$ cat config.mk
export PLATFORM = sky130hd
export DESIGN_NAME = wino_row_xform
export DESIGN_NICKNAME = d
export VERILOG_FILES = /design/src/verilog/wino_pkg.sv /design/src/verilog/wino_add6.sv /design/src/verilog/wino_row_xform.sv
export VERILOG_INCLUDE_DIRS = /design/src /design/src/verilog
export SDC_FILE = /design/constraint.sdc
export NUM_CORES = 1
export LEC_CHECK = 0
export BUFFER_PORTS_ARGS = -buffer_cell sky130_fd_sc_hd__buf_2
export CELL_PAD_IN_SITES_DETAIL_PLACEMENT = 0
export CELL_PAD_IN_SITES_GLOBAL_PLACEMENT = 1
export CORE_MARGIN = 2
export CORE_UTILIZATION = 53
export CTS_BUF_LIST = sky130_fd_sc_hd__clkbuf_8
export CTS_CLUSTER_DIAMETER = 120
export DETAILED_ROUTE_END_ITERATION = 8
export GPL_TIMING_DRIVEN = 1
export PLACE_DENSITY = 0.95
export SKIP_CTS_REPAIR_TIMING = 1
export SLEW_MARGIN = 20
export SYNTH_ARGS = -nofsm -noshare
export SYNTH_HDL_FRONTEND = slang
export SYNTH_SLANG_ARGS = --single-unit
$ cat constraint.sdc
create_clock -name clk -period 4.6 [get_ports clk]
set_input_delay 0.92 -clock clk [delete_from_list [all_inputs] [get_ports clk]]
set_output_delay 0.92 -clock clk [all_outputs]
set_load 0.02 [all_outputs]
$ cat src/verilog/wino_consts.svh
`ifndef WINO_CONSTS_SVH
`define WINO_CONSTS_SVH

// Datapath widths.
`define WINO_ACC_W 30
`define WINO_PIX_W 16

// Tile geometry for F(4,3).
`define WINO_IN_ROWS 6
`define WINO_OUT_ROWS 4

// Quantizer defaults after reset.
`define WINO_SHIFT_RST 8
`define WINO_RELU_RST 1

`endif

$ cat src/verilog/wino_pkg.sv
`include "wino_consts.svh"

package wino_pkg;

	typedef logic signed [`WINO_ACC_W-1:0] acc_t;

	// One input row, or one transposed row fed to the row pass.
	typedef struct packed {
		acc_t m0;
		acc_t m1;
		acc_t m2;
		acc_t m3;
		acc_t m4;
		acc_t m5;
	} wino_row_t;

	typedef struct packed {
		acc_t y0;
		acc_t y1;
		acc_t y2;
		acc_t y3;
	} wino_sum_row_t;

	typedef struct packed {
		logic signed [`WINO_PIX_W-1:0] p0;
		logic signed [`WINO_PIX_W-1:0] p1;
		logic signed [`WINO_PIX_W-1:0] p2;
		logic signed [`WINO_PIX_W-1:0] p3;
	} wino_pix_row_t;

	typedef struct packed {
		logic [3:0] shift; // Arithmetic right shift amount.
		logic relu;
	} wino_quant_cfg_t;

endpackage

$ cat src/verilog/wino_add6.sv
`timescale 1ns/10ps
`include "wino_consts.svh"

module wino_add6 import wino_pkg::*; (
	input  logic clk,
	input  logic i_rst_n,
	input  acc_t i_a0,
	input  acc_t i_a1,
	input  acc_t i_a2,
	input  acc_t i_a3,
	input  acc_t i_a4,
	input  acc_t i_a5,
	output acc_t o_sum
);

	acc_t s1_0, s1_1, s1_2;
	acc_t s2_0, s2_1;
	acc_t s3;

	// Sums wrap at the word width.
	always_ff @(posedge clk or negedge i_rst_n) begin
		if (!i_rst_n) begin
			s1_0 <= '0;
			s1_1 <= '0;
			s1_2 <= '0;
			s2_0 <= '0;
			s2_1 <= '0;
			s3 <= '0;
		end else begin
			s1_0 <= i_a0 + i_a1;
			s1_1 <= i_a2 + i_a3;
			s1_2 <= i_a4 + i_a5;
			s2_0 <= s1_0 + s1_1;
			s2_1 <= s1_2; // Odd operand just rides along.
			s3 <= s2_0 + s2_1;
		end
	end

	assign o_sum = s3;

endmodule

$ cat src/verilog/wino_row_xform.sv
`timescale 1ns/10ps
`include "wino_consts.svh"

module wino_row_xform import wino_pkg::*; (
	input  logic          clk,
	input  logic          i_rst_n,
	input  logic          i_valid,
	input  wino_row_t     i_row,
	output logic          o_valid,
	output wino_sum_row_t o_sum
);

	acc_t m2_neg;
	acc_t m3_x2, m3_x4, m3_x8;
	acc_t m4_x2n, m4_x4, m4_x8n;
	logic [2:0] vld_sr;

	// Weighted operands of the A transpose rows.
	assign m2_neg = -i_row.m2;
	assign m3_x2 = i_row.m3 << 1;
	assign m3_x4 = i_row.m3 << 2;
	assign m3_x8 = i_row.m3 << 3;
	assign m4_x2n = -(i_row.m4 << 1);
	assign m4_x4 = i_row.m4 << 2;
	assign m4_x8n = -(i_row.m4 << 3);

	wino_add6 u_add_y0 (
		.clk(clk), .i_rst_n(i_rst_n),
		.i_a0(i_row.m0), .i_a1(i_row.m1), .i_a2(i_row.m2),
		.i_a3(i_row.m3), .i_a4(i_row.m4), .i_a5('0),
		.o_sum(o_sum.y0)
	);

	wino_add6 u_add_y1 (
		.clk(clk), .i_rst_n(i_rst_n),
		.i_a0('0), .i_a1(i_row.m1), .i_a2(m2_neg),
		.i_a3(m3_x2), .i_a4(m4_x2n), .i_a5('0),
		.o_sum(o_sum.y1)
	);

	wino_add6 u_add_y2 (
		.clk(clk), .i_rst_n(i_rst_n),
		.i_a0('0), .i_a1(i_row.m1), .i_a2(i_row.m2),
		.i_a3(m3_x4), .i_a4(m4_x4), .i_a5('0),
		.o_sum(o_sum.y2)
	);

	wino_add6 u_add_y3 (
		.clk(clk), .i_rst_n(i_rst_n),
		.i_a0('0), .i_a1(i_row.m1), .i_a2(m2_neg),
		.i_a3(m3_x8), .i_a4(m4_x8n), .i_a5(i_row.m5),
		.o_sum(o_sum.y3)
	);

	// Matches the adder tree depth.
	always_ff @(posedge clk or negedge i_rst_n) begin
		if (!i_rst_n) begin
			vld_sr <= '0;
		end else begin
			vld_sr <= {vld_sr[1:0], i_valid};
		end
	end

	assign o_valid = vld_sr[2];

endmodule

=== Word level (Yosys, flattened, before mapping) ===
Index checks and enable logic that the tools add are counted.
Widths: inputs -> output; s select.

* Logic and storage cells: 40
* Input bits: 183
* Memories kept: 0
* Memory bits (read-only): 0
* Bits in latches: 0
* RAM bits: 0
* Register bits: 659

* Muxes and demuxes: 0
* $lt $le $gt $ge: 0
* Reductions and logical operators: 0
* $add $sub $neg: 17
* Multipliers: 0
* Eq/ne operators: 0
* Shift operators: 0
* Bitwise gates (word level): 0
* Divide/modulo/power cells: 0

{| class="wikitable"
|+ Operators by type and width
! cell !! count
|-
| $add 30x30->30 || 14
|-
| $neg 30->30 || 3
|}

=== Longest topological paths before layout ===
Gate-level depths: netlist of run 1.

* Word-level depth: 2
* Depth in mapped cells: 21

=== By module ===
A second synthesis of run 1 with hierarchy kept.

* Cell total of the unflattened synthesis: 5,230
* Area total of the unflattened synthesis: 50,024.2 µm²

{| class="wikitable"
|+ By module, submodules not included
! module !! sequential area each (µm²) !! instances !! cells an instance !! area an instance (µm²)
|-
| wino_add6 (u_add_y1) || 4,504.3 || 1 || 1,356 || 12,585.8
|-
| wino_add6 (u_add_y3) || 4,504.3 || 1 || 1,283 || 12,284.3
|-
| wino_add6 (u_add_y2) || 4,504.3 || 1 || 1,243 || 12,051.6
|-
| wino_add6 (u_add_y0) || 4,504.3 || 1 || 1,182 || 11,842.6
|-
| wino_row_xform || 75.1 || 1 || 166 || 1,260.0
|}

=== Worst setup path after synthesis of run 1 ===
Ideal clock, no wire load.

* Path kind: input to register
* Start point: input port i_row[91] (netlist bit)
* End point: register u_add_y3.s1_1[28]
* Stages on the path: 20
* Library setup time: 0.080 ns
* Data required time: 4.520 ns
* Slack: -0.185 ns
* Arrival time: 4.705 ns
* Buffers on the path: 0
* Path through: inv_1 ha_1 nor3b_1 nor2b_1 nand2_1 or2_2 nor3_1 nand2b_1 nor4_1 xnor2_1 ha_1 nand2_1 o21ai_0 a211oi_1 o21bai_1 a21o_1 a211o_1 and3_1 a311oi_1 xnor2_1

* Longest elaborated chain between the ends: 2

{| class="wikitable"
|+ Ends and longest elaborated chain
! what !! RTL line !! text
|-
| start, declared || wino_row_xform.sv:8 || <nowiki>input wino_row_t i_row,</nowiki>
|-
| $neg 30->30 || wino_row_xform.sv:19 || <nowiki>assign m2_neg = -i_row.m2;</nowiki>
|-
| $add 30x30->30 || wino_add6.sv:31 || <nowiki>s1_1 <= i_a2 + i_a3;</nowiki>
|-
| end signal, assigned || wino_add6.sv:31 ||
|-
| end, declared || wino_add6.sv:16 || <nowiki>acc_t s1_0, s1_1, s1_2;</nowiki>
|}

No other way between the ends.

=== Worst setup path after layout of run 1 ===
Same ends and word-level chain as after synthesis.

==> out/metrics.cfg, run 1 <==
[outcome]
status = completed

[synth]
netlist.top_cell.by_area = dfrtp_1
synth_top_area_share_pct = 41.6
synthFlopType = dfrtp_1
syn_inst = 3552
ys_types = 83
netlist_top_cells_count = dfrtp_1 (594), ha_1 (405), a21oi_1 (340)
yosys_warnings = 0
ys_ff_latch = 594
yosysMostFrequentCell = dfrtp_1
syn_avg_cell_area_um2 = 10.1
yosysSeqAreaShare_pct = 41.6
yosys-top-cells-area = dfrtp_1 (42%), ha_1 (14%), xnor2_1 (7.2%), a21oi_1 (4.8%), a21o_1 (4.5%)
netlist_area_mm2 = 0.0358
syn_nets = 4154
synth_edf_count = 0
async_flop_share_pct = 100

[timing]
slew_violations = 0
fin_crit_ns = 4.24
relSlewSlack_pct = 37.5
fin_crit_sh_pct = 92.1
fmax_mhz = 236
worstMarginPinSlew_ns = 0.925
grt_setup_unrepaired = false
clock_skew_ns = 0.0343
hold_viol = 0
setup-violations-final = 0

[cells_and_area]
nets = 4649
drive_gt1_share_pct = 16.1
n_fill_cell = 5671
final_cells = 5002
areaGrowthSynthToFinish_pct = 16.3

[critical_path]
worstSetupPathType = in -> reg
end_kind = flop
crit_fanout = 3
required_ns = 5.19
start_kind = input port
arrival_ns = 4.83

[pwr]
power_density_mw_per_mm2 = 572
power_leakage_nw = 20.0
power.total_w = 0.0238
max-vdd-ir-drop_mv = 0.262

[clocking]
clockBufferDepth = 3
htreeDepth = 3
clk_pin_slew_ns = 0.06
cts_tree = built
cts-buffers-inserted = 97
cts-root-buf = clkbuf_8
cts_sinks = 594
insertion_delay_ns = 0.70

[placement]
dp_hpwl_um = 85100
dp_cells = 4821
routabilityCongestion = 0.964
portBuffers = 303

[routing]
postRouteAntennaNets = 0
detail_route.wl_per_cell_um = 20.8
firstDrtPassIters = 8
drt_iter0_drc = 1784
vias = 29037
vias_per_cell = 5.81
drc_errors = 0
routed_wl_um = 104000

[floorplan]
die_y_um = 264
die_w_um = 264
rows = 95
ioPinCount = 304
die-area_mm2 = 0.0696
initial_core_util_pct = 53.3
core_mm2 = 0.0670

[job]
cap_violations = 0

[worst_hold_path]
hold_path_class = in -> async

[global_routing]
antenna_found_initial = 12
grt_max_degree = 110
grt.total_usage_pct = 29.9
grt_overflow_total = 0
grt_pass1_vias = 29262
grt_pass1_wl_um = 160000

-- path summary, 6_finish.rpt --
path / from / to / slack, ns / cells past startpoint
max: i_row[91] / u_add_y3.s1_1[28] / 0.36 / 23
min: i_rst_n / u_add_y3.s2_1[1] / 0.26 / 1
max reg2reg: u_add_y1.s1_1[0] / u_add_y3.s2_0[28] / 0.79 / 12
min reg2reg: u_add_y1.s1_2[20] / u_add_y1.s2_1[20] / 0.34 / 0
max in group asynchronous: i_rst_n / u_add_y3.s1_1[21] / 3.31 / 2
min in group clk: i_row[59] / u_add_y0.s1_2[29] / 0.32 / 1
-- power by group --
part           switching, W  leakage (nW)  internal, W
clock network       0.00218          1.17      0.00288
logic               0.00689          11.9      0.00434
registers          0.000715          6.91      0.00679
total               0.00978          20.0       0.0140
-- per-stage QoR --
| step | utilization (%) | cell area, µm² | setup TNS (ns) | worst slack (ns) | hold slack [ns] |
|---|---|---|---|---|---|
| after floorplan | - | 35800 | 0 | 0.0268 | 0.331 |
| after global placement | 58.7 | 39400 | -0.799 | -0.313 | 0.331 |
| after detailed placement | 58.7 | 39400 | -1.26 | -0.395 | 0.335 |
| after CTS | 62.0 | 41500 | 0 | 0.321 | 0.276 |
| after global routing | 62.0 | 41600 | 0 | 0.0190 | 0.299 |
| final | 62.0 | 41600 | 0 | 0.365 | 0.261 |
-- worst max-delay path, stage by stage --
cell      delay [ns]
buf_2           0.10
inv_1           0.07
ha_1            0.15
nor3b_2         0.15
buf_4           0.14
nor2b_1         0.14
nand2_1         0.07
or2_2           0.31
nor3_2          0.20
nand2b_1        0.15
buf_4           0.17
nor2_1          0.11
xnor2_1         0.17
ha_1            0.29
nand2_1         0.11
nor2_1          0.06
a211oi_1        0.23
o21bai_1        0.11
a21o_1          0.18
a211o_1         0.31
and3_1          0.21
a311oi_2        0.30
xnor2_1         0.17
-- state kept, by name (all words and copies together), names as in the netlist, 29 cells and up --
register        cells
u_add_y3.s1_1      29
u_add_y0.s2_1      29
u_add_y0.s1_0      30
u_add_y1.o_sum     30
u_add_y3.s2_1      30
u_add_y0.s1_1      30
u_add_y0.s1_2      29
u_add_y1.s1_2      29
u_add_y1.s2_0      30
u_add_y2.s2_0      29
u_add_y1.s1_1      30
u_add_y1.s2_1      29
u_add_y0.s2_0      30
u_add_y3.o_sum     30
u_add_y3.s2_0      29
u_add_y1.s1_0      30
u_add_y0.o_sum     30
u_add_y2.s1_1      29
u_add_y2.o_sum     29
u_add_y3.s1_2      30
-- cell families after synthesis --
logic type / after synthesis / synth area share, %
flip-flops: 594 / 41.6
buffers and inverters: 220 / 2.40
XOR/XNOR: 425 / 10.4
multiplexers: 1 / 0.0280
AO/OA/AOI/OAI: 1082 / 19.5
adder cells (fa/ha/maj): 419 / 15.0
AND/OR/NAND/NOR: 811 / 11.1
-- cells in the final DEF, fill, tap and decap left out, types with 11 or more instances in the layout --
cell type	n
a21o_1	214
nor3_1	53
clkinv_2	15
a221oi_1	14
and2_1	18
buf_2	302
buf_4	157
o211ai_1	16
o21bai_1	36
dfrtp_1	594
fa_1	14
nand2_1	230
nand2b_1	39
nand4_1	61
nand3_1	71
ha_1	405
nor2b_1	52
inv_1	169
or4_1	15
o31ai_1	25
a211oi_1	22
a221o_1	12
a31o_2	11
nor4_1	15
a21boi_0	14
clkbuf_8	117
o21ai_0	191
or3_1	12
nor2_1	184
and3_1	21
a21oi_1	340
xnor2_1	295
xor2_1	128
a31oi_1	33
o21a_1	42
-- layout make-up --
type	instances	area (µm²)	area share [%]
Clock inverter	54	548	1.32
Timing Repair Buffer	465	2810	6.74
Antenna cell	10	25.0	0.0602
Inverter	151	567	1.36
Tap cell	873	1090	2.63
Sequential cell	594	14900	35.7
Multi-Input combinational cell	2738	20100	48.3
Clock buffer	117	1610	3.87
-- metal layers --
| metal | up-vias | track usage, % | part of all wire, % |
|---|---|---|---|
| met5 | - | 0 | 0.0096 |
| met1 | 14033 | 40.1 | 43 |
| li1 | 13852 | - | - |
| met3 | 190 | 3.81 | 6.0 |
| met4 | 2 | 10.3 | 3.3 |
| met2 | 960 | 50.0 | 47 |
(Power assumes the default switching activity.)
==> run 2, diff against run 1 <==
--- a/config.mk
+++ b/config.mk
@@ -15,7 +15,7 @@
 export CTS_CLUSTER_DIAMETER = 120
 export DETAILED_ROUTE_END_ITERATION = 8
 export GPL_TIMING_DRIVEN = 1
-export PLACE_DENSITY = 0.95
+export PLACE_DENSITY_LB_ADDON = 0.1
 export SKIP_CTS_REPAIR_TIMING = 1
 export SLEW_MARGIN = 20
 export SYNTH_ARGS = -nofsm -noshare
==> run 2 against run 1 <==
  * Routed wire length increased by 6.3%
  * Setup slack got worse by 0.049 ns
  * Hold slack improved by 0.0061 ns
  * Critical path depth decreased by 2
  * Fmax decreased by 1.1%
  * Via count increased by 2.1%
  * Sequential power increased by 1%
  * Sequential cell count unchanged
  * Register-to-register slack got worse by 0.28 ns
  * First-iteration DRC count increased by 24%
  * Critical endpoint unchanged
==> out/metrics.cfg, run 2 (synthesized netlist as in run 1, its figures left out) <==
[global_routing]
grt_overflow_total = 0
grt_pass1_vias = 29653
grt.total_usage_pct = 31.4
grt_max_degree = 105
grt_pass1_wl_um = 168000
antenna_found_initial = 13

[critical_path]
worst-path-buf-inv = 2
cp.depth = 21
crit_fanout = 3
r2r-end = u_add_y2.s2_0[28]
crit_path_start = i_row[91]
start_kind = input port
ff2ff_path_depth = 12
crit_chain = buf_2 > inv_1 > ha_1 > nor3b_4 > nor2b_1 > nand2_1 > or2_2 > nor3_2 > nand2b_1 > nor4_2 > xnor2_1 > ha_1 > a21oi_1 > o21ai_0 > a211oi_1 > o21bai_1 > a21o_1 > a211o_1 > and3_1 > a311oi_1 > xnor2_1
arrival_ns = 4.91
reg2reg_slack_ns = 0.51
r2r_start = u_add_y1.s1_1[0]
path_delay_family = simple AND/OR/NAND/NOR gates
worstSetupPathType = in -> reg
critPathSlowestCell = a311oi_1
required_ns = 5.23
max_stage_delay_ns = 0.32
end_kind = flop

[worst_hold_path]
hold_path_class = in -> async

[pwr]
combPwrFrac_pct = 46.5
max-vdd-ir-drop_mv = 0.267
power_frac_clock_pct = 22.0
p_seq_share_pct = 31.5
power_leakage_nw = 20.0
power_density_mw_per_mm2 = 581
swShare_pct = 41.0
intPower_w = 0.0142
power.switching_w = 0.00991

[cells_and_area]
multi_input_area_mm2 = 0.0201
nets = 4636
n_fill_cell = 5571
final_cell_mix = dfrtp_1 (594), ha_1 (405), a21oi_1 (340), buf_2 (302), xnor2_1 (296)
utilization_pct = 62.0
areaGrowthSynthToFinish_pct = 16.3
seq_area_mm2 = 0.0149
layout_commonest_cell = dfrtp_1
drive_gt1_share_pct = 15.8

[clocking]
htreeDepth = 3
cts-root-buf = clkbuf_8
insertion_delay_ns = 0.71
cts-buffers-inserted = 99
clk_pin_slew_ns = 0.07
cts_sinks = 594
clockBufferDepth = 3
cts_tree = built

[placement]
pre_cts_ws_ns = -0.425
dp_hpwl_um = 89700
routabilityCongestion = 0.998
portBuffers = 303

[routing]
detail_route.wl_per_cell_um = 22.2
drt_iter0_drc = 2217
vias_per_cell = 5.94
drc_errors = 0
vias = 29650
routed_wl_um = 111000
postRouteAntennaNets = 0
firstDrtPassIters = 6

[timing]
worst_slack_ns = 0.315
clock_skew_ns = 0.0515
worstMarginPinSlew_ns = 1.01
tns_ns = 0
fin_crit_sh_pct = 93.1
setup-violations-final = 0
fin_crit_ns = 4.28
fmax_mhz = 233
relSlewSlack_pct = 31.9
slew_violations = 0
hold_viol = 0
grt_setup_unrepaired = false

[floorplan]
die_y_um = 264
rows = 95
core_mm2 = 0.0670
die_w_um = 264
ioPinCount = 304
die-area_mm2 = 0.0696
initial_core_util_pct = 53.3

[job]
cap_violations = 0

[outcome]
status = completed

## run 2: routing by layer
layer  vias to the layer above  share of wire (%)  wire length [µm]  global-route usage [%]
met2                      1158                 47             52300                    52.8
li1                      13799                  -                 -                       -
met5                         -              0.012                13                       0
met1                     14486                 43             48200                    42.0
met4                         2                3.5              3840                    11.4
met3                       205                5.9              6540                    3.74
## run 2: worst max path at each step
| stage | end |
|---|---|
| after global placement | u_add_y3.s1_1[28] |
| after floorplan | u_add_y3.s1_1[28] |
| after CTS | u_add_y3.s1_1[28] |
| after global routing | u_add_y3.s1_1[28] |
| after detailed placement | u_add_y3.s1_1[28] |
| final | u_add_y3.s1_1[28] |
## run 2: power by group through the flow
stage	clock network (W)	logic (W)	registers (W)
floorplan	0	0.00698	0.00792
global placement	0	0.0108	0.00765
detailed placement	0	0.0110	0.00767
CTS	0.00543	0.0111	0.00758
global route	0.00567	0.0122	0.00770
finish	0.00532	0.0112	0.00760
## run 2: final cells by class
cell class              instances  share of cell area [%]
inverters                     151                    1.36
well taps                     873                    2.63
multi-input cells            2738                    48.2
flip-flops and latches        594                    35.7
clock inverters                53                    1.43
repair buffers                450                    6.48
diodes                          6                  0.0361
clock buffers                 123                    4.07
## run 2: per-stage QoR
step / cells / hold WS [ns] / instance area (µm²) / power [W]
final: 4988 / 0.268 / 41600 / 0.0242
after global routing: 4987 / 0.288 / 41600 / 0.0255
after CTS: 4982 / 0.262 / 41600 / 0.0241
after detailed placement: 4806 / 0.335 / 39300 / 0.0187
after global placement: 4806 / 0.333 / 39300 / 0.0184
after floorplan: 3552 / 0.331 / 35800 / 0.0149
## run 2: worst reg2reg max path: cells and delay by family (launching register included)
| kind | cells | cell delay (ns) |
|---|---|---|
| AND/OR/NAND/NOR | 1 | 0.14 |
| flip-flops | 1 | 0.38 |
| adder cells (fa/ha/maj) | 2 | 0.68 |
| AO/OA/AOI/OAI | 7 | 2.45 |
| buffers and inverters | 1 | 0.14 |
| XOR/XNOR | 1 | 0.17 |
